===== config.mk =====
export PLATFORM = sky130hd
export DESIGN_NAME = spi_mem_top
export DESIGN_NICKNAME = d
export VERILOG_FILES = /design/src/hw/spi_mem_pkg.sv /design/src/hw/spi_tx_shifter.sv /design/src/hw/spi_rx_gather.sv /design/src/hw/spi_mem_seq.sv /design/src/hw/spi_mem_top.sv
export SDC_FILE = /design/constraint.sdc
export NUM_CORES = 1
export LEC_CHECK = 0
export ABC_AREA = 1
export BUFFER_PORTS_ARGS = -buffer_cell sky130_fd_sc_hd__buf_2
export CAP_MARGIN = 20
export CORE_MARGIN = 3
export CORE_UTILIZATION = 60
export CTS_BUF_LIST = sky130_fd_sc_hd__clkbuf_8
export DETAILED_ROUTE_END_ITERATION = 10
export PLACE_DENSITY_LB_ADDON = 0.3
export SETUP_SLACK_MARGIN = 0.4
export SYNTH_ARGS = -nofsm -noshare
export SYNTH_HDL_FRONTEND = slang
export SYNTH_SLANG_ARGS = --single-unit
export TNS_END_PERCENT = 5

===== constraint.sdc =====
create_clock -name clk_i -period 5.1 [get_ports clk_i]
set_input_delay 1.275 -clock clk_i [delete_from_list [all_inputs] [get_ports clk_i]]
set_output_delay 1.275 -clock clk_i [all_outputs]
set_load 0.005 [all_outputs]

===== src/hw/spi_mem_pkg.sv =====
package spi_mem_pkg;

    localparam int unsigned ADDR_W = 26;
    localparam int unsigned DATA_W = 32;
    localparam int unsigned NIB_W  = 4;

    // nibbles in one 32-bit frame
    localparam int unsigned FRAME_NIBS = DATA_W / NIB_W;

    localparam logic [7:0] CMD_READ  = 8'h0A;
    localparam logic [7:0] CMD_WRITE = 8'h02;

    // in SPI clocks, two clk_i cycles each
    localparam int unsigned DEF_LAT_CLOCKS = 3;

    typedef enum logic {
        SIZE_BYTE = 1'b0,
        SIZE_WORD = 1'b1
    } bus_size_e;

    typedef struct packed {
        logic [ADDR_W-1:0] addr;
        logic              we;
        bus_size_e         size;
        logic [DATA_W-1:0] wdata;
    } mem_req_t;

    typedef struct packed {
        logic [DATA_W-1:0] rdata;
        logic              err;
    } mem_rsp_t;

    // row/column split of the 26-bit RAM address
    typedef struct packed {
        logic [2:0]  pad_hi;
        logic [15:0] row;
        logic        rsvd;
        logic [9:0]  col;
        logic [1:0]  pad_lo;
    } addr_fields_t;

    // same word seen as sent on the wire, nib[7] goes out first
    typedef union packed {
        addr_fields_t                     fields;
        logic [FRAME_NIBS-1:0][NIB_W-1:0] nib;
    } addr_frame_u;

endpackage


===== src/hw/spi_tx_shifter.sv =====
`timescale 1ns/1ps

module spi_tx_shifter (
    input  logic                           clk_i,
    input  logic                           nrst_i,

    input  logic                           load_i,
    input  logic [spi_mem_pkg::DATA_W-1:0] frame_i,
    input  logic [3:0]                     count_i,

    output logic [spi_mem_pkg::NIB_W-1:0]  sio_o,
    output logic                           done_o
);

    localparam int unsigned DW = spi_mem_pkg::DATA_W;
    localparam int unsigned NW = spi_mem_pkg::NIB_W;

    logic [DW-1:0] shift_q;
    logic [3:0]    left_q;
    logic          last;

    // last nibble is on the lines this cycle
    assign last = (left_q == 4'd1);

    always_ff @(posedge clk_i or negedge nrst_i) begin
        if (!nrst_i) begin
            shift_q <= '0;
            left_q  <= '0;
        end else if (load_i) begin
            shift_q <= frame_i;
            left_q  <= count_i;
        end else if (left_q != 4'd0) begin
            left_q <= left_q - 4'd1;
            if (last) begin
                // idle lines read as zero until the next frame
                shift_q <= '0;
            end else begin
                shift_q <= {shift_q[DW-NW-1:0], {NW{1'b0}}};
            end
        end
    end

    // msb nibble leads
    assign sio_o  = shift_q[DW-1 -: NW];
    assign done_o = last;

endmodule


===== src/hw/spi_rx_gather.sv =====
`timescale 1ns/1ps

module spi_rx_gather (
    input  logic                           clk_i,
    input  logic                           nrst_i,

    input  logic                           start_i,
    input  logic [3:0]                     count_i,
    input  logic [spi_mem_pkg::NIB_W-1:0]  sio_i,
    input  logic                           dqs_i,

    output logic [spi_mem_pkg::DATA_W-1:0] word_o,
    output logic                           done_o
);

    localparam int unsigned DW    = spi_mem_pkg::DATA_W;
    localparam int unsigned NW    = spi_mem_pkg::NIB_W;
    localparam int unsigned POS_W = $clog2(DW);

    typedef enum logic [1:0] {
        RX_IDLE,
        RX_WAIT,
        RX_CAPT
    } rx_state_e;

    rx_state_e        state_q;
    logic [2:0]       idx_q;
    logic [3:0]       count_q;
    logic [DW-1:0]    word_q;
    logic             done_q;

    logic             capture;
    logic             last;
    logic [POS_W-1:0] pos;

    // first capture happens in the cycle dqs is seen high
    assign capture = ((state_q == RX_WAIT) && dqs_i) || (state_q == RX_CAPT);
    assign last    = ({1'b0, idx_q} == (count_q - 4'd1));

    // byte lane from idx[2:1], even index is the high nibble
    assign pos = {idx_q[2:1], ~idx_q[0], 2'b00};

    always_ff @(posedge clk_i or negedge nrst_i) begin
        if (!nrst_i) begin
            state_q <= RX_IDLE;
            idx_q   <= '0;
            count_q <= '0;
            done_q  <= 1'b0;
        end else begin
            done_q <= 1'b0;
            if (start_i) begin
                state_q <= RX_WAIT;
                idx_q   <= '0;
                count_q <= count_i;
            end else if (capture) begin
                if (last) begin
                    state_q <= RX_IDLE;
                    done_q  <= 1'b1;
                end else begin
                    state_q <= RX_CAPT;
                    idx_q   <= idx_q + 3'd1;
                end
            end
        end
    end

    // unfilled lanes stay zero, so a byte read comes out zero-extended
    always_ff @(posedge clk_i) begin
        if (start_i) begin
            word_q <= '0;
        end else if (capture) begin
            word_q[pos +: NW] <= sio_i;
        end
    end

    assign word_o = word_q;
    assign done_o = done_q;

endmodule


===== src/hw/spi_mem_seq.sv =====
`timescale 1ns/1ps

module spi_mem_seq #(
    parameter logic [31:0] BASE_ADDR  = 32'h0000_0000,
    parameter logic [31:0] MEM_BYTES  = 32'h0400_0000,
    parameter int unsigned LAT_CLOCKS = spi_mem_pkg::DEF_LAT_CLOCKS
) (
    input  logic                           clk_i,
    input  logic                           nrst_i,

    input  logic                           req_i,
    input  spi_mem_pkg::mem_req_t          req_data_i,
    output logic                           ack_o,
    output spi_mem_pkg::mem_rsp_t          rsp_o,

    output logic                           spi_clk_o,
    output logic                           spi_cs_o,
    output logic                           spi_sio_oe_o,

    output logic                           tx_load_o,
    output logic [spi_mem_pkg::DATA_W-1:0] tx_frame_o,
    output logic [3:0]                     tx_count_o,
    input  logic                           tx_done_i,

    output logic                           rx_start_o,
    output logic [3:0]                     rx_count_o,
    input  logic                           rx_done_i,
    input  logic [spi_mem_pkg::DATA_W-1:0] rx_word_i
);

    localparam int unsigned AW      = spi_mem_pkg::ADDR_W;
    localparam int unsigned DW      = spi_mem_pkg::DATA_W;
    localparam int unsigned LAT_CYC = 2 * LAT_CLOCKS;
    localparam int unsigned LAT_W   = ($clog2(LAT_CYC) > 0) ? $clog2(LAT_CYC) : 1;

    typedef enum logic [2:0] {
        ST_IDLE,
        ST_SETUP,
        ST_CMD,
        ST_ADDR,
        ST_LAT,
        ST_WDATA,
        ST_RDATA,
        ST_RESP
    } seq_state_e;

    seq_state_e               state_q;
    logic [LAT_W-1:0]         lat_cnt_q;
    spi_mem_pkg::mem_req_t    req_q;

    logic [31:0]              addr_wide;
    logic [31:0]              rel_addr;
    logic                     in_window;
    logic                     lat_last;
    logic [7:0]               cmd;
    logic [3:0]               data_nibs;
    logic [DW-1:0]            wdata_frame;
    spi_mem_pkg::addr_frame_u addr_frame;

    // window check on the raw bus address
    assign addr_wide = {{(32 - AW){1'b0}}, req_data_i.addr};
    assign rel_addr  = addr_wide - BASE_ADDR;
    assign in_window = (addr_wide >= BASE_ADDR) && (rel_addr < MEM_BYTES);

    assign lat_last  = (lat_cnt_q == '0);
    assign cmd       = req_q.we ? spi_mem_pkg::CMD_WRITE : spi_mem_pkg::CMD_READ;
    assign data_nibs = (req_q.size == spi_mem_pkg::SIZE_WORD) ? 4'd8 : 4'd2;

    // byte 0 leads on the wire
    assign wdata_frame = {req_q.wdata[7:0], req_q.wdata[15:8],
                          req_q.wdata[23:16], req_q.wdata[31:24]};

    always_comb begin
        addr_frame            = '0;
        addr_frame.fields.row = req_q.addr[AW-1:10];
        addr_frame.fields.col = req_q.addr[9:0];
    end

    // next frame is loaded while the shifter holds its last nibble
    always_comb begin
        tx_load_o  = 1'b0;
        tx_frame_o = '0;
        tx_count_o = '0;
        case (state_q)
            ST_SETUP: begin
                tx_load_o  = 1'b1;
                tx_frame_o = {cmd, {(DW - 8){1'b0}}};
                tx_count_o = 4'd2;
            end
            ST_CMD: begin
                tx_load_o  = tx_done_i;
                tx_frame_o = addr_frame;
                tx_count_o = 4'd8;
            end
            ST_LAT: begin
                tx_load_o  = req_q.we && lat_last;
                tx_frame_o = wdata_frame;
                tx_count_o = data_nibs;
            end
            default: begin
            end
        endcase
    end

    // gatherer is armed for the whole latency gap
    assign rx_start_o = (state_q == ST_ADDR) && tx_done_i && !req_q.we;
    assign rx_count_o = data_nibs;

    always_ff @(posedge clk_i) begin
        if ((state_q == ST_IDLE) && req_i) begin
            req_q <= '{addr:  rel_addr[AW-1:0],
                       we:    req_data_i.we,
                       size:  req_data_i.size,
                       wdata: req_data_i.wdata};
        end
    end

    always_ff @(posedge clk_i or negedge nrst_i) begin
        if (!nrst_i) begin
            state_q      <= ST_IDLE;
            lat_cnt_q    <= '0;
            ack_o        <= 1'b0;
            rsp_o        <= '0;
            spi_cs_o     <= 1'b1;
            spi_sio_oe_o <= 1'b0;
        end else begin
            case (state_q)
                ST_IDLE: begin
                    if (req_i) begin
                        if (in_window) begin
                            state_q <= ST_SETUP;
                        end else begin
                            // no SPI traffic for a miss
                            ack_o   <= 1'b1;
                            rsp_o   <= '{rdata: '0, err: 1'b1};
                            state_q <= ST_RESP;
                        end
                    end
                end
                ST_SETUP: begin
                    spi_cs_o     <= 1'b0;
                    spi_sio_oe_o <= 1'b1;
                    state_q      <= ST_CMD;
                end
                ST_CMD: begin
                    if (tx_done_i) begin
                        state_q <= ST_ADDR;
                    end
                end
                ST_ADDR: begin
                    if (tx_done_i) begin
                        lat_cnt_q <= LAT_W'(LAT_CYC - 1);
                        // turn the bus around on reads
                        spi_sio_oe_o <= req_q.we;
                        state_q      <= ST_LAT;
                    end
                end
                ST_LAT: begin
                    if (lat_last) begin
                        state_q <= req_q.we ? ST_WDATA : ST_RDATA;
                    end else begin
                        lat_cnt_q <= lat_cnt_q - 1'b1;
                    end
                end
                ST_WDATA: begin
                    if (tx_done_i) begin
                        spi_cs_o     <= 1'b1;
                        spi_sio_oe_o <= 1'b0;
                        ack_o        <= 1'b1;
                        rsp_o        <= '0;
                        state_q      <= ST_RESP;
                    end
                end
                ST_RDATA: begin
                    if (rx_done_i) begin
                        spi_cs_o <= 1'b1;
                        ack_o    <= 1'b1;
                        rsp_o    <= '{rdata: rx_word_i, err: 1'b0};
                        state_q  <= ST_RESP;
                    end
                end
                ST_RESP: begin
                    // hold the response until the master lets go
                    if (!req_i) begin
                        ack_o   <= 1'b0;
                        state_q <= ST_IDLE;
                    end
                end
                default: begin
                    state_q <= ST_IDLE;
                end
            endcase
        end
    end

    // SPI edges land mid-nibble
    always_ff @(negedge clk_i or negedge nrst_i) begin
        if (!nrst_i) begin
            spi_clk_o <= 1'b0;
        end else if (!spi_cs_o) begin
            spi_clk_o <= !spi_clk_o;
        end else begin
            spi_clk_o <= 1'b0;
        end
    end

endmodule


===== src/hw/spi_mem_top.sv =====
`timescale 1ns/1ps

module spi_mem_top #(
    parameter logic [31:0] BASE_ADDR  = 32'h0000_0000,
    parameter logic [31:0] MEM_BYTES  = 32'h0400_0000,
    parameter int unsigned LAT_CLOCKS = spi_mem_pkg::DEF_LAT_CLOCKS
) (
    input  logic                          clk_i,
    input  logic                          nrst_i,

    input  logic                          req_i,
    input  spi_mem_pkg::mem_req_t         req_data_i,
    output logic                          ack_o,
    output spi_mem_pkg::mem_rsp_t         rsp_o,

    output logic                          spi_clk_o,
    output logic                          spi_cs_o,
    output logic [spi_mem_pkg::NIB_W-1:0] spi_sio_o,
    output logic                          spi_sio_oe_o,
    input  logic [spi_mem_pkg::NIB_W-1:0] spi_sio_i,
    input  logic                          spi_dqs_i
);

    logic                           tx_load;
    logic [spi_mem_pkg::DATA_W-1:0] tx_frame;
    logic [3:0]                     tx_count;
    logic                           tx_done;

    logic                           rx_start;
    logic [3:0]                     rx_count;
    logic                           rx_done;
    logic [spi_mem_pkg::DATA_W-1:0] rx_word;

    spi_mem_seq #(
        .BASE_ADDR  (BASE_ADDR),
        .MEM_BYTES  (MEM_BYTES),
        .LAT_CLOCKS (LAT_CLOCKS)
    ) seq_inst (
        .clk_i        (clk_i),
        .nrst_i       (nrst_i),
        .req_i        (req_i),
        .req_data_i   (req_data_i),
        .ack_o        (ack_o),
        .rsp_o        (rsp_o),
        .spi_clk_o    (spi_clk_o),
        .spi_cs_o     (spi_cs_o),
        .spi_sio_oe_o (spi_sio_oe_o),
        .tx_load_o    (tx_load),
        .tx_frame_o   (tx_frame),
        .tx_count_o   (tx_count),
        .tx_done_i    (tx_done),
        .rx_start_o   (rx_start),
        .rx_count_o   (rx_count),
        .rx_done_i    (rx_done),
        .rx_word_i    (rx_word)
    );

    spi_tx_shifter tx_inst (
        .clk_i   (clk_i),
        .nrst_i  (nrst_i),
        .load_i  (tx_load),
        .frame_i (tx_frame),
        .count_i (tx_count),
        .sio_o   (spi_sio_o),
        .done_o  (tx_done)
    );

    spi_rx_gather rx_inst (
        .clk_i   (clk_i),
        .nrst_i  (nrst_i),
        .start_i (rx_start),
        .count_i (rx_count),
        .sio_i   (spi_sio_i),
        .dqs_i   (spi_dqs_i),
        .word_o  (rx_word),
        .done_o  (rx_done)
    );

endmodule


# [Word-level counts from Yosys, hierarchy flattened]
# Cells that the tools add are included.
[op_classes] n_bitwise=1 addsub=5 eq_ne=21 reduce_logical=26 shifts=2 magnitude_cmp=2 muxes=49
[op_table] cell="33-bit two-way mux" count=4
[op_table] cell="33-bit case mux with 3 select lines" count=1
[op_table] cell="32-bit two-way mux" count=3
[op_table] cell="32-bit case mux with 3 select lines" count=1
[op_table] cell="3-bit two-way mux" count=13
[op_table] cell="32-bit bitwise mux" count=1
[op_table] cell="4-bit by 7-bit variable shift with 32-bit output, first input constant" count=1
[op_table] cell="4-bit by 7-bit variable part select with 32-bit output" count=1
[op_table] cell="26-bit by 27-bit less-than comparator with 1-bit output, second input constant" count=1
[op_table] cell="26-bit by 1-bit >= comparator with 1-bit output, second input constant" count=1
[op_table] cell="3-bit case mux with 8 select lines" count=1
[op_table] cell="4-bit two-way mux" count=4
[op_table] cell="3-bit == test, second input constant" count=4
[op_table] cell="2-bit by 1-bit inequality test with 1-bit output, second input constant" count=6
[op_table] cell="4-bit case mux with 3 select lines" count=1
[op_table] cell="1-bit two-way mux" count=11
[op_table] cell="1-bit case mux with 3 select lines" count=3
[op_table] cell="3-bit AND reduction" count=3
[op_table] cell="3-bit nonzero test" count=3
[op_table] cell="2-bit two-way mux" count=4
[op_table] cell="2-bit inequality test, second input constant" count=4
[op_table] cell="4-bit nonzero test" count=2
[op_table] cell="4-bit by 1-bit subtractor with 4-bit output, second input constant" count=2
[op_table] cell="5-bit negator with 7-bit output" count=1
[op_table] cell="20 further kinds" count=30
[word_totals] input_bits=68 elab_cells=125 out_inout_bits=41 reg_bits=181

# [Logic depth before layout (Yosys ltp)]
# Gate-level depths: netlist of the first run.
[logic_depth] depth_word=5 ltp_mapped=11 depth_no_buf=10

# [Hierarchy]
# A second synthesis of the first run with hierarchy kept.
[hier_totals] hier_cells=896 hier_area_um2=8313.0
[by_module_without_submodules] mod="spi_mem_seq" n_inst=1 seq_area_each_um2=2879.0 area_per_inst_um2=4194.0 cells_per_inst=355
[by_module_without_submodules] mod="spi_rx_gather" n_inst=1 seq_area_each_um2=890.9 area_per_inst_um2=2078.2 cells_per_inst=282
[by_module_without_submodules] mod="spi_tx_shifter" n_inst=1 seq_area_each_um2=900.9 area_per_inst_um2=2040.7 cells_per_inst=259

==> flow_summary.json, run 1 <==
{
  "status": "completed",
  "io_pins": 109,
  "drive_above_1_share": 0.180,
  "tightest_slew_ns": 1.02,
  "path_buf_inv": 1,
  "htreeDepth": 4,
  "core-area_mm2": 0.0128,
  "irDropWorstVdd_uv": 366,
  "ys_types": 35,
  "rr_worst_depth": 1,
  "dp_hpwl_um": 11400,
  "overflow": 0,
  "yosys-top-cells-count": "nand2_1 (293), nor2_1 (96), nand3_1 (86), dfrtp_1 (85), inv_1 (64)",
  "r2r_end": "seq_inst.spi_clk_o",
  "p_leak_nw": 4.48,
  "rsz0062_at_grt": "true",
  "wl_per_cell_um": 14.4,
  "slew_headroom": 0.318,
  "rows": 41,
  "multiInputGateArea_mm2": 0.00280,
  "avgViaCountPerCell": 5.35,
  "hold_depth": 1,
  "p_int_mw": 3.07,
  "worstSetupStartpointType": "flip-flop",
  "async_flop_share": 0.486,
  "synth-simple-area-share": 0.291,
  "nFillCells": 1008,
  "r2r_start": "seq_inst.spi_cs_o",
  "clock_latency_ns": 0.46,
  "swShare": 0.421,
  "finalHoldViolations": 0,
  "die_h_um": 121,
  "hold_buffers": 0,
  "synth_top_area_cell": "dfrtp_1",
  "yosys.area_share.adder": 0.0142,
  "holdWs_ns": 0.353,
  "synth_top_family_by_area": "simple AND/OR/NAND/NOR gates",
  "cts_tree": "done",
  "path_depth": 1,
  "avgSynthCellArea_um2": 8.68,
  "worstPathMaxFanout": 2,
  "via_count": 6354,
  "rrSetupSlack_ns": 1.76,
  "syn_nets": 991,
  "drt-total-wl_um": 17200,
  "min_to": "seq_inst.spi_clk_o",
  "track_usage": 0.247,
  "synth.area.mux_share": 0,
  "ant_nets": 0,
  "io_buffers": 108,
  "drcViolationCount": 0,
  "ys_seq_elements": 179,
  "min-delay-start": "seq_inst.spi_clk_o",
  "slowest_delay_ns": 0.41,
  "ys_top_cells_by_area": "dfrtp_1 (27%), edfxtp_1 (23%), nand2_1 (14%), dfxtp_1 (8.1%), nand3_1 (5.4%)",
  "layout-area-overhead-vs-synth_pct": 12.6,
  "nNetsFinal": 1079,
  "place.gp.congestion": 0.855,
  "drv_slew": 0,
  "synth_top_area_frac": 0.268,
  "hp-class": "reg2reg",
  "final_util": 0.699,
  "cts.path.max_buffers": 2,
  "drt_iter0_drc": 632,
  "synth_xor_area_frac": 0.00221,
  "seq_area_frac_synth": 0.583,
  "clock_power_share": 0.181,
  "crit_slowest_cell": "dfrtn_1",
  "seq_area_mm2": 0.00462,
  "cts_resized": 0,
  "critPathTopFamily": "flip-flops",
  "skew_ns": 0.0619,
  "cap_violations": 0,
  "synth_compound_area_frac": 0.0453,
  "path_class": "reg2out",
  "synth_cells": 914,
  "initial_utilization": 0.621,
  "crit_arrival_ns": 3.48,
  "power.density_mw_per_mm2": 593,
  "grt_max_degree": 51,
  "power_frac_comb": 0.405,
  "root_buffer": "clkbuf_8",
  "finalSetupViolCount": 0,
  "post-synth-top-count-cell": "nand2_1",
  "cts.sinks": 179,
  "netlist_area_mm2": 0.00793,
  "grt_first_pass_wirelength_um": 28400,
  "clk_transition_reported_paths_ns": 0.05,
  "cts_buffers": 17,
  "synth_ff_type": "dfrtp_1",
  "chipWidth_um": 121,
  "crit_required_ns": 3.83,
  "seqPwrFrac": 0.413,
  "drt_pass1_iterations": 6,
  "grt_pass1_vias": 5847,
  "tns_ns": 0,
  "synth-edff-count": 60,
  "grt_antenna_before_repair": 1,
  "path_cells": "buf_2",
  "cts_setup_buffers": 0,
  "endpoint_kind": "output port",
  "yosys_warnings": 0,
  "switchingPower_mw": 2.23,
  "dieArea_mm2": 0.0146
}
[flip-flops by register name, indices dropped and copies added (netlist names)]
register               cells
rx_inst.count_q            2
rx_inst.done_o             1
rx_inst.idx_q              3
rx_inst.state_q            2
rx_inst.word_o            32
seq_inst.ack_o             1
seq_inst.addr_frame       26
seq_inst.lat_cnt_q         3
seq_inst.req_q            34
seq_inst.rsp_o            33
seq_inst.spi_clk_o         1
seq_inst.spi_cs_o          1
seq_inst.spi_sio_oe_o      1
seq_inst.state_q           3
tx_inst.left_q             4
tx_inst.shift_q           32
[power groups by stage]
stage / Combinational (mW) / Clock, mW / Sequential, mW
after floorplan: 1.69 / 0 / 2.16
after global placement: 2.03 / 0 / 2.20
after detailed placement: 2.10 / 0 / 2.21
after CTS: 2.13 / 0.973 / 2.18
after global routing: 2.47 / 1.04 / 2.24
final: 2.15 / 0.961 / 2.19
[metal layers]
layer,track usage,wire length (um),vias to the layer above
li1,-,-,3128
met1,0.345,7680,3018
met2,0.376,8210,180
met3,0.0676,951,28
met4,0.0822,312,0
met5,0,0,-
[stage by stage]
stage	std cells	setup slack [ns]	area, um^2	power (mW)
detailed placement	1154	0.766	8500	4.31
floorplan	914	0.816	7930	3.85
global placement	1154	0.780	8500	4.23
finish	1188	0.349	8930	5.30
CTS	1186	0.324	8900	5.28
global route	1188	0.304	8930	5.75
[layout by cell type (no fill, tap or decap), types with 2 or more instances in the layout]
cell type	count
nand4_1	30
inv_1	64
a21oi_1	56
ha_1	9
nor2_8	2
inv_2	10
nor2_1	95
nor3_1	2
dfrtp_1	85
edfxtp_1	60
nand3_2	2
buf_4	5
nand2_1	293
nand3b_1	2
or2_2	2
dfxtp_1	32
clkinv_4	3
o21ai_0	10
clkbuf_8	17
nand3_1	86
nand2_2	12
nor2_2	5
nor2_4	2
buf_2	107
clkinv_8	3
clkinv_1	2
inv_6	6
[kinds of logic (layout without fill, tap and decap cells)]
logic type / Yosys count / count (layout)
AND/OR/NAND/NOR: 534 / 534
flip-flops: 179 / 179
buffers and inverters: 120 / 221
AO/OA/AOI/OAI: 70 / 70
adder cells (fa/ha/maj): 9 / 9
XOR/XNOR: 2 / 2
other: 0 / 1
[worst max-delay path by stage]
stage / startpoint / to / slack [ns]
floorplan: req_i / seq_inst.addr_frame[10] / 0.82
global route: seq_inst.spi_clk_o / spi_clk_o / 0.30
detailed placement: seq_inst.spi_clk_o / spi_clk_o / 0.77
global placement: seq_inst.spi_clk_o / spi_clk_o / 0.78
finish: seq_inst.spi_clk_o / spi_clk_o / 0.35
CTS: seq_inst.spi_clk_o / spi_clk_o / 0.32
[layout make-up]
class / instances / share of cell area
clock buffer: 17 / 0.0262
sequential: 179 / 0.518
clock inverter: 15 / 0.0189
antenna: 1 / 0.000280
inverter: 76 / 0.0320
multi-input combinational: 615 / 0.314
timing repair buffer: 113 / 0.0673
tap: 172 / 0.0241
Power figures use the tool's default switching activity.
==> inputs of run 2 (changes only) <==
--- a/config.mk
+++ b/config.mk
@@ -9,7 +9,7 @@
 export BUFFER_PORTS_ARGS = -buffer_cell sky130_fd_sc_hd__buf_2
 export CAP_MARGIN = 20
 export CORE_MARGIN = 3
-export CORE_UTILIZATION = 60
+export CORE_UTILIZATION = 54
 export CTS_BUF_LIST = sky130_fd_sc_hd__clkbuf_8
 export DETAILED_ROUTE_END_ITERATION = 10
 export PLACE_DENSITY_LB_ADDON = 0.3
==> constraint.sdc (replaced) <==
create_clock -name clk_i -period 4.2 [get_ports clk_i]
set_input_delay 1.05 -clock clk_i [delete_from_list [all_inputs] [get_ports clk_i]]
set_output_delay 1.05 -clock clk_i [all_outputs]
set_load 0.005 [all_outputs]
==> run 2 against run 1 <==
Via count is 1.9% lower. Total power rose by 22%. Sequential power increased by 21%. Hold slack gained 0.016 ns. Count of clock-buffer cells in the layout is 1 higher. Clock power increased by 24%. Sequential share of layout area is 0.10 points lower. Combinational power is 20% higher. First-iteration DRC count is 16% lower. Wire length fell by 0.35%. Critical path type unchanged. Largest power group unchanged.
==> flow_summary.json, run 2 (synthesis results as in run 1) <==
{
  "status": "completed",
  "final_cell_mix": "nand2_1 (293), buf_2 (107), nor2_1 (95)",
  "worstSetupStartpointType": "flip-flop",
  "htreeDepth": 4,
  "reg_top3": "seq_inst.req_q: 34 flops, seq_inst.rsp_o: 33 flops",
  "wl_per_cell_um": 14.3,
  "cap_violations": 0,
  "r2r_end": "seq_inst.spi_clk_o",
  "grt_pass1_vias": 5984,
  "crit_arrival_ns": 3.02,
  "fin_total_pwr_mw": 6.44,
  "finalHoldViolations": 0,
  "dp_cells": 1166,
  "dp_hpwl_um": 11300,
  "skew_ns": 0.0497,
  "via_count": 6233,
  "drt_pass1_iterations": 5,
  "power.density_mw_per_mm2": 720,
  "crit_slowest_cell": "dfrtn_1",
  "critPathLaunch": "seq_inst.spi_clk_o",
  "largest_register_ffs": 34,
  "regMostFlops": "seq_inst.req_q",
  "root_buffer": "clkbuf_8",
  "rsz0062_at_grt": "true",
  "crit_required_ns": 3.15,
  "slowest_delay_ns": 0.41,
  "path_cells": "buf_2",
  "avgViaCountPerCell": 5.20,
  "path_depth": 1,
  "rows": 43,
  "clk_transition_reported_paths_ns": 0.06,
  "clock_latency_ns": 0.45,
  "min-delay-start": "seq_inst.spi_clk_o",
  "worstPathMaxFanout": 2,
  "hold_depth": 1,
  "final_common_cell": "nand2_1",
  "endpoint_kind": "output port",
  "initial_utilization": 0.563,
  "cts_buffers": 17,
  "cts.path.max_buffers": 2,
  "io_buffers": 108,
  "path_class": "reg2out",
  "grt_antenna_before_repair": 0,
  "layout-area-overhead-vs-synth_pct": 12.8,
  "chipWidth_um": 127,
  "drv_slew": 0,
  "p_leak_nw": 4.50,
  "min_to": "seq_inst.spi_clk_o",
  "drt_iter0_drc": 533,
  "ant_nets": 0,
  "drcViolationCount": 0,
  "fin_cells": 1198,
  "nFillCells": 1201,
  "rrSetupSlack_ns": 1.31,
  "tightest_slew_ns": 0.855,
  "nNetsFinal": 1082,
  "die_h_um": 127,
  "rr_worst_depth": 1,
  "antenna_cells": 0,
  "grt_max_degree": 67,
  "path_buf_inv": 1,
  "irDropWorstVdd_uv": 379,
  "hp-class": "reg2reg",
  "drt-total-wl_um": 17100,
  "io_pins": 109,
  "grt_first_pass_wirelength_um": 28900,
  "cts.sinks": 179,
  "track_usage": 0.222,
  "core-area_mm2": 0.0141,
  "overflow": 0,
  "drive_above_1_share": 0.181,
  "place.gp.congestion": 0.852,
  "dieArea_mm2": 0.0162,
  "tns_ns": 0,
  "slew_headroom": 0.430,
  "r2r_start": "seq_inst.spi_cs_o",
  "cts_tree": "done",
  "finalSetupViolCount": 0,
  "cts_setup_buffers": 0,
  "critPathTopFamily": "flip-flops"
}
==> run 2: changes by cell type in the layout (fill, tap and decap cells not counted), moves of 2 or more <==
| cell | change |
|---|---|
| buf_4 | +3 |
| clkinv_8 | -3 |
| inv_1 | +2 |
| inv_6 | -5 |
| inv_8 | +3 |
==> run 2: area by class of cell <==
class,instances,area [um^2],share of cell area
repair buffers,116,616,0.0688
inverters,76,285,0.0319
well taps,180,225,0.0252
clock buffers,18,248,0.0277
multi-input cells,615,2800,0.313
flip-flops and latches,179,4620,0.517
clock inverters,14,150,0.0168
==> run 2: per-layer routing <==
| metal | track usage | part of all wire | vias to the layer above |
|---|---|---|---|
| met5 | 0 | 0 | - |
| met2 | 0.338 | 0.45 | 186 |
| li1 | - | - | 3130 |
| met3 | 0.0506 | 0.054 | 28 |
| met1 | 0.314 | 0.47 | 2889 |
| met4 | 0.0808 | 0.020 | 0 |
==> run 2: power by group <==
group | total [mW] | switching [mW] | internal [mW]
clock | 1.19 | 0.637 | 0.554
sequential | 2.66 | 0.293 | 2.37
combinational | 2.58 | 1.73 | 0.858
total | 6.44 | 2.66 | 3.78
==> run 2: per-stage QoR <==
step	setup slack [ns]	area [um^2]	hold slack, ns	utilization
2_1_floorplan	0.654	7930	0.347	-
3_3_place_gp	0.556	8550	0.344	0.606
3_5_place_dp	0.538	8550	0.395	0.606
4_1_cts	0.0973	8950	0.395	0.635
5_1_grt	0.0892	8950	0.393	0.635
6_report	0.127	8950	0.368	0.635
==> run 2: worst max path at each step <==
stage                      endpoint  slack (ns)
after CTS                 spi_clk_o         0.1
after global routing      spi_clk_o        0.09
after detailed placement  spi_clk_o        0.54
after global placement    spi_clk_o        0.56
final                     spi_clk_o        0.13
after floorplan           spi_clk_o        0.65
==> run 2: repair_timing <==
item                       CTS  global route
resized for setup            0             0
hold buffers                 0             0
setup endpoints to repair    1             1
==> inputs of run 3 (changes only) <==
==> constraint.sdc (replaced) <==
create_clock -name clk_i -period 4.2 [get_ports clk_i]
set_input_delay 1.05 -clock clk_i [delete_from_list [all_inputs] [get_ports clk_i]]
set_output_delay 1.05 -clock clk_i [all_outputs]
set_load 0.1 [all_outputs]
==> run 3 against run 2 <==
The run now ends with setup timing left. Combinational power rose by 22%. Clock power hardly changed. Clock skew up 0.0048 ns. Sequential share of layout area decreased by 0.13 points. Utilization increased by 0.16 points. Critical path type unchanged. Largest power group is now combinational logic.
==> flow_summary.json, run 3 (synthesis results as in run 1) <==
{
  "initial_utilization": 0.563,
  "track_usage": 0.218,
  "drt_pass1_iterations": 5,
  "io_pins": 109,
  "dp_cells": 1166,
  "path_cells": "buf_12",
  "dieArea_mm2": 0.0162,
  "cts_buffers": 17,
  "die_h_um": 127,
  "via_count": 6232,
  "grt_first_pass_wirelength_um": 28200,
  "power_frac_comb": 0.451,
  "grt_antenna_before_repair": 0,
  "power.density_mw_per_mm2": 782,
  "cts_tree": "done",
  "final_common_cell": "nand2_1",
  "htreeDepth": 4,
  "drcViolationCount": 0,
  "crit_required_ns": 3.15,
  "grt_pass1_vias": 5774,
  "fin_ws_ns": -0.00776,
  "wl_per_cell_um": 14.2,
  "cts_resized": 0,
  "crit_arrival_ns": 3.16,
  "io_buffers": 108,
  "endpoint_kind": "output port",
  "dp_hpwl_um": 11300,
  "drv_slew": 0,
  "cts.sinks": 179,
  "r2r_start": "seq_inst.spi_cs_o",
  "finalHoldViolations": 0,
  "drt-total-wl_um": 17000,
  "switchingPower_mw": 3.27,
  "grt_max_degree": 67,
  "largest_register_ffs": 34,
  "antenna_cells": 0,
  "swShare": 0.467,
  "rsz0062_at_grt": "true",
  "chipWidth_um": 127,
  "critPathLaunch": "seq_inst.spi_clk_o",
  "place.gp.congestion": 0.862,
  "reg_top3": "seq_inst.req_q: 34 flops, seq_inst.rsp_o: 33 flops",
  "min-delay-start": "seq_inst.spi_clk_o",
  "clk_transition_reported_paths_ns": 0.06,
  "tightest_slew_ns": 0.850,
  "worstPathMaxFanout": 2,
  "overflow": 0,
  "slowest_delay_ns": 0.46,
  "clock_latency_ns": 0.47,
  "avgViaCountPerCell": 5.20,
  "fin_total_pwr_mw": 7.01,
  "path_class": "reg2out",
  "cap_violations": 0,
  "slew_headroom": 0.430,
  "regMostFlops": "seq_inst.req_q",
  "status": "complete, but fails checks",
  "drive_above_1_share": 0.183,
  "root_buffer": "clkbuf_8",
  "irDropWorstVdd_uv": 344,
  "hp-class": "reg2reg",
  "final_cell_mix": "nand2_1 (293), buf_2 (106), nor2_1 (95)",
  "p_int_mw": 3.74,
  "cts.path.max_buffers": 2,
  "seqPwrFrac": 0.380,
  "layout-area-overhead-vs-synth_pct": 13.1,
  "core-area_mm2": 0.0141,
  "fin_cells": 1198,
  "skew_ns": 0.0546,
  "critPathTopFamily": "flip-flops",
  "violations": "setup timing",
  "nNetsFinal": 1082,
  "rows": 43,
  "clock_power_share": 0.169,
  "drt_iter0_drc": 544,
  "p_leak_nw": 4.49,
  "ant_nets": 0,
  "path_buf_inv": 1,
  "worstSetupStartpointType": "flip-flop",
  "finalSetupViolCount": 1,
  "crit_slowest_cell": "dfrtn_1"
}
==> run 3: metrics by stage <==
stage / hold WS [ns] / setup slack, ns / utilization / area [um^2] / setup TNS (ns)
floorplan: 0.425 / 0.0864 / - / 7930 / 0
global placement: 0.400 / 0.430 / 0.607 / 8560 / 0
detailed placement: 0.422 / 0.422 / 0.607 / 8560 / 0
CTS: 0.423 / -0.0273 / 0.636 / 8970 / -0.0273
global route: 0.429 / -0.0443 / 0.636 / 8970 / -0.0443
finish: 0.408 / -0.00776 / 0.636 / 8970 / -0.00776
==> run 3: layer usage <==
metal / GRT usage / share of wire
met5: 0 / 0
met4: 0.0618 / 0.013
met3: 0.0531 / 0.051
met2: 0.330 / 0.46
met1: 0.318 / 0.47
==> run 3: final timing paths <==
| path | to | slack, ns | cells past startpoint |
|---|---|---|---|
| setup reg to reg | seq_inst.spi_clk_o | 1.31 | 1 |
| max in group asynchronous | seq_inst.spi_clk_o | 1.41 | 1 |
| hold reg to reg | seq_inst.spi_clk_o | 0.41 | 1 |
| hold / removal | seq_inst.spi_clk_o | 0.41 | 1 |
| setup / recovery | spi_clk_o | -0.008 | 1 |
| min in group asynchronous | tx_inst.shift_q[24] | 0.46 | 1 |
==> run 3: power by group through the flow <==
stage | combinational, mW | clock (mW) | sequential (mW)
after global placement | 3.08 | 0 | 2.68
after floorplan | 2.19 | 0 | 3.05
final | 3.16 | 1.19 | 2.66
after CTS | 3.17 | 1.20 | 2.66
after global routing | 3.56 | 1.28 | 2.72
after detailed placement | 3.15 | 0 | 2.69
==> run 3: area by class of cell <==
type | instances | area [um^2]
clock buffers | 17 | 234
clock inverters | 15 | 171
fillers | 1203 | 5130
inverters | 76 | 285
multi-input cells | 615 | 2800
flip-flops and latches | 179 | 4620
well taps | 180 | 225
repair buffers | 116 | 631
==> run 3: timing repair <==
action,CTS,global route
hold buffers,0,0
buffers inserted,0,0
setup endpoints to repair,1,1
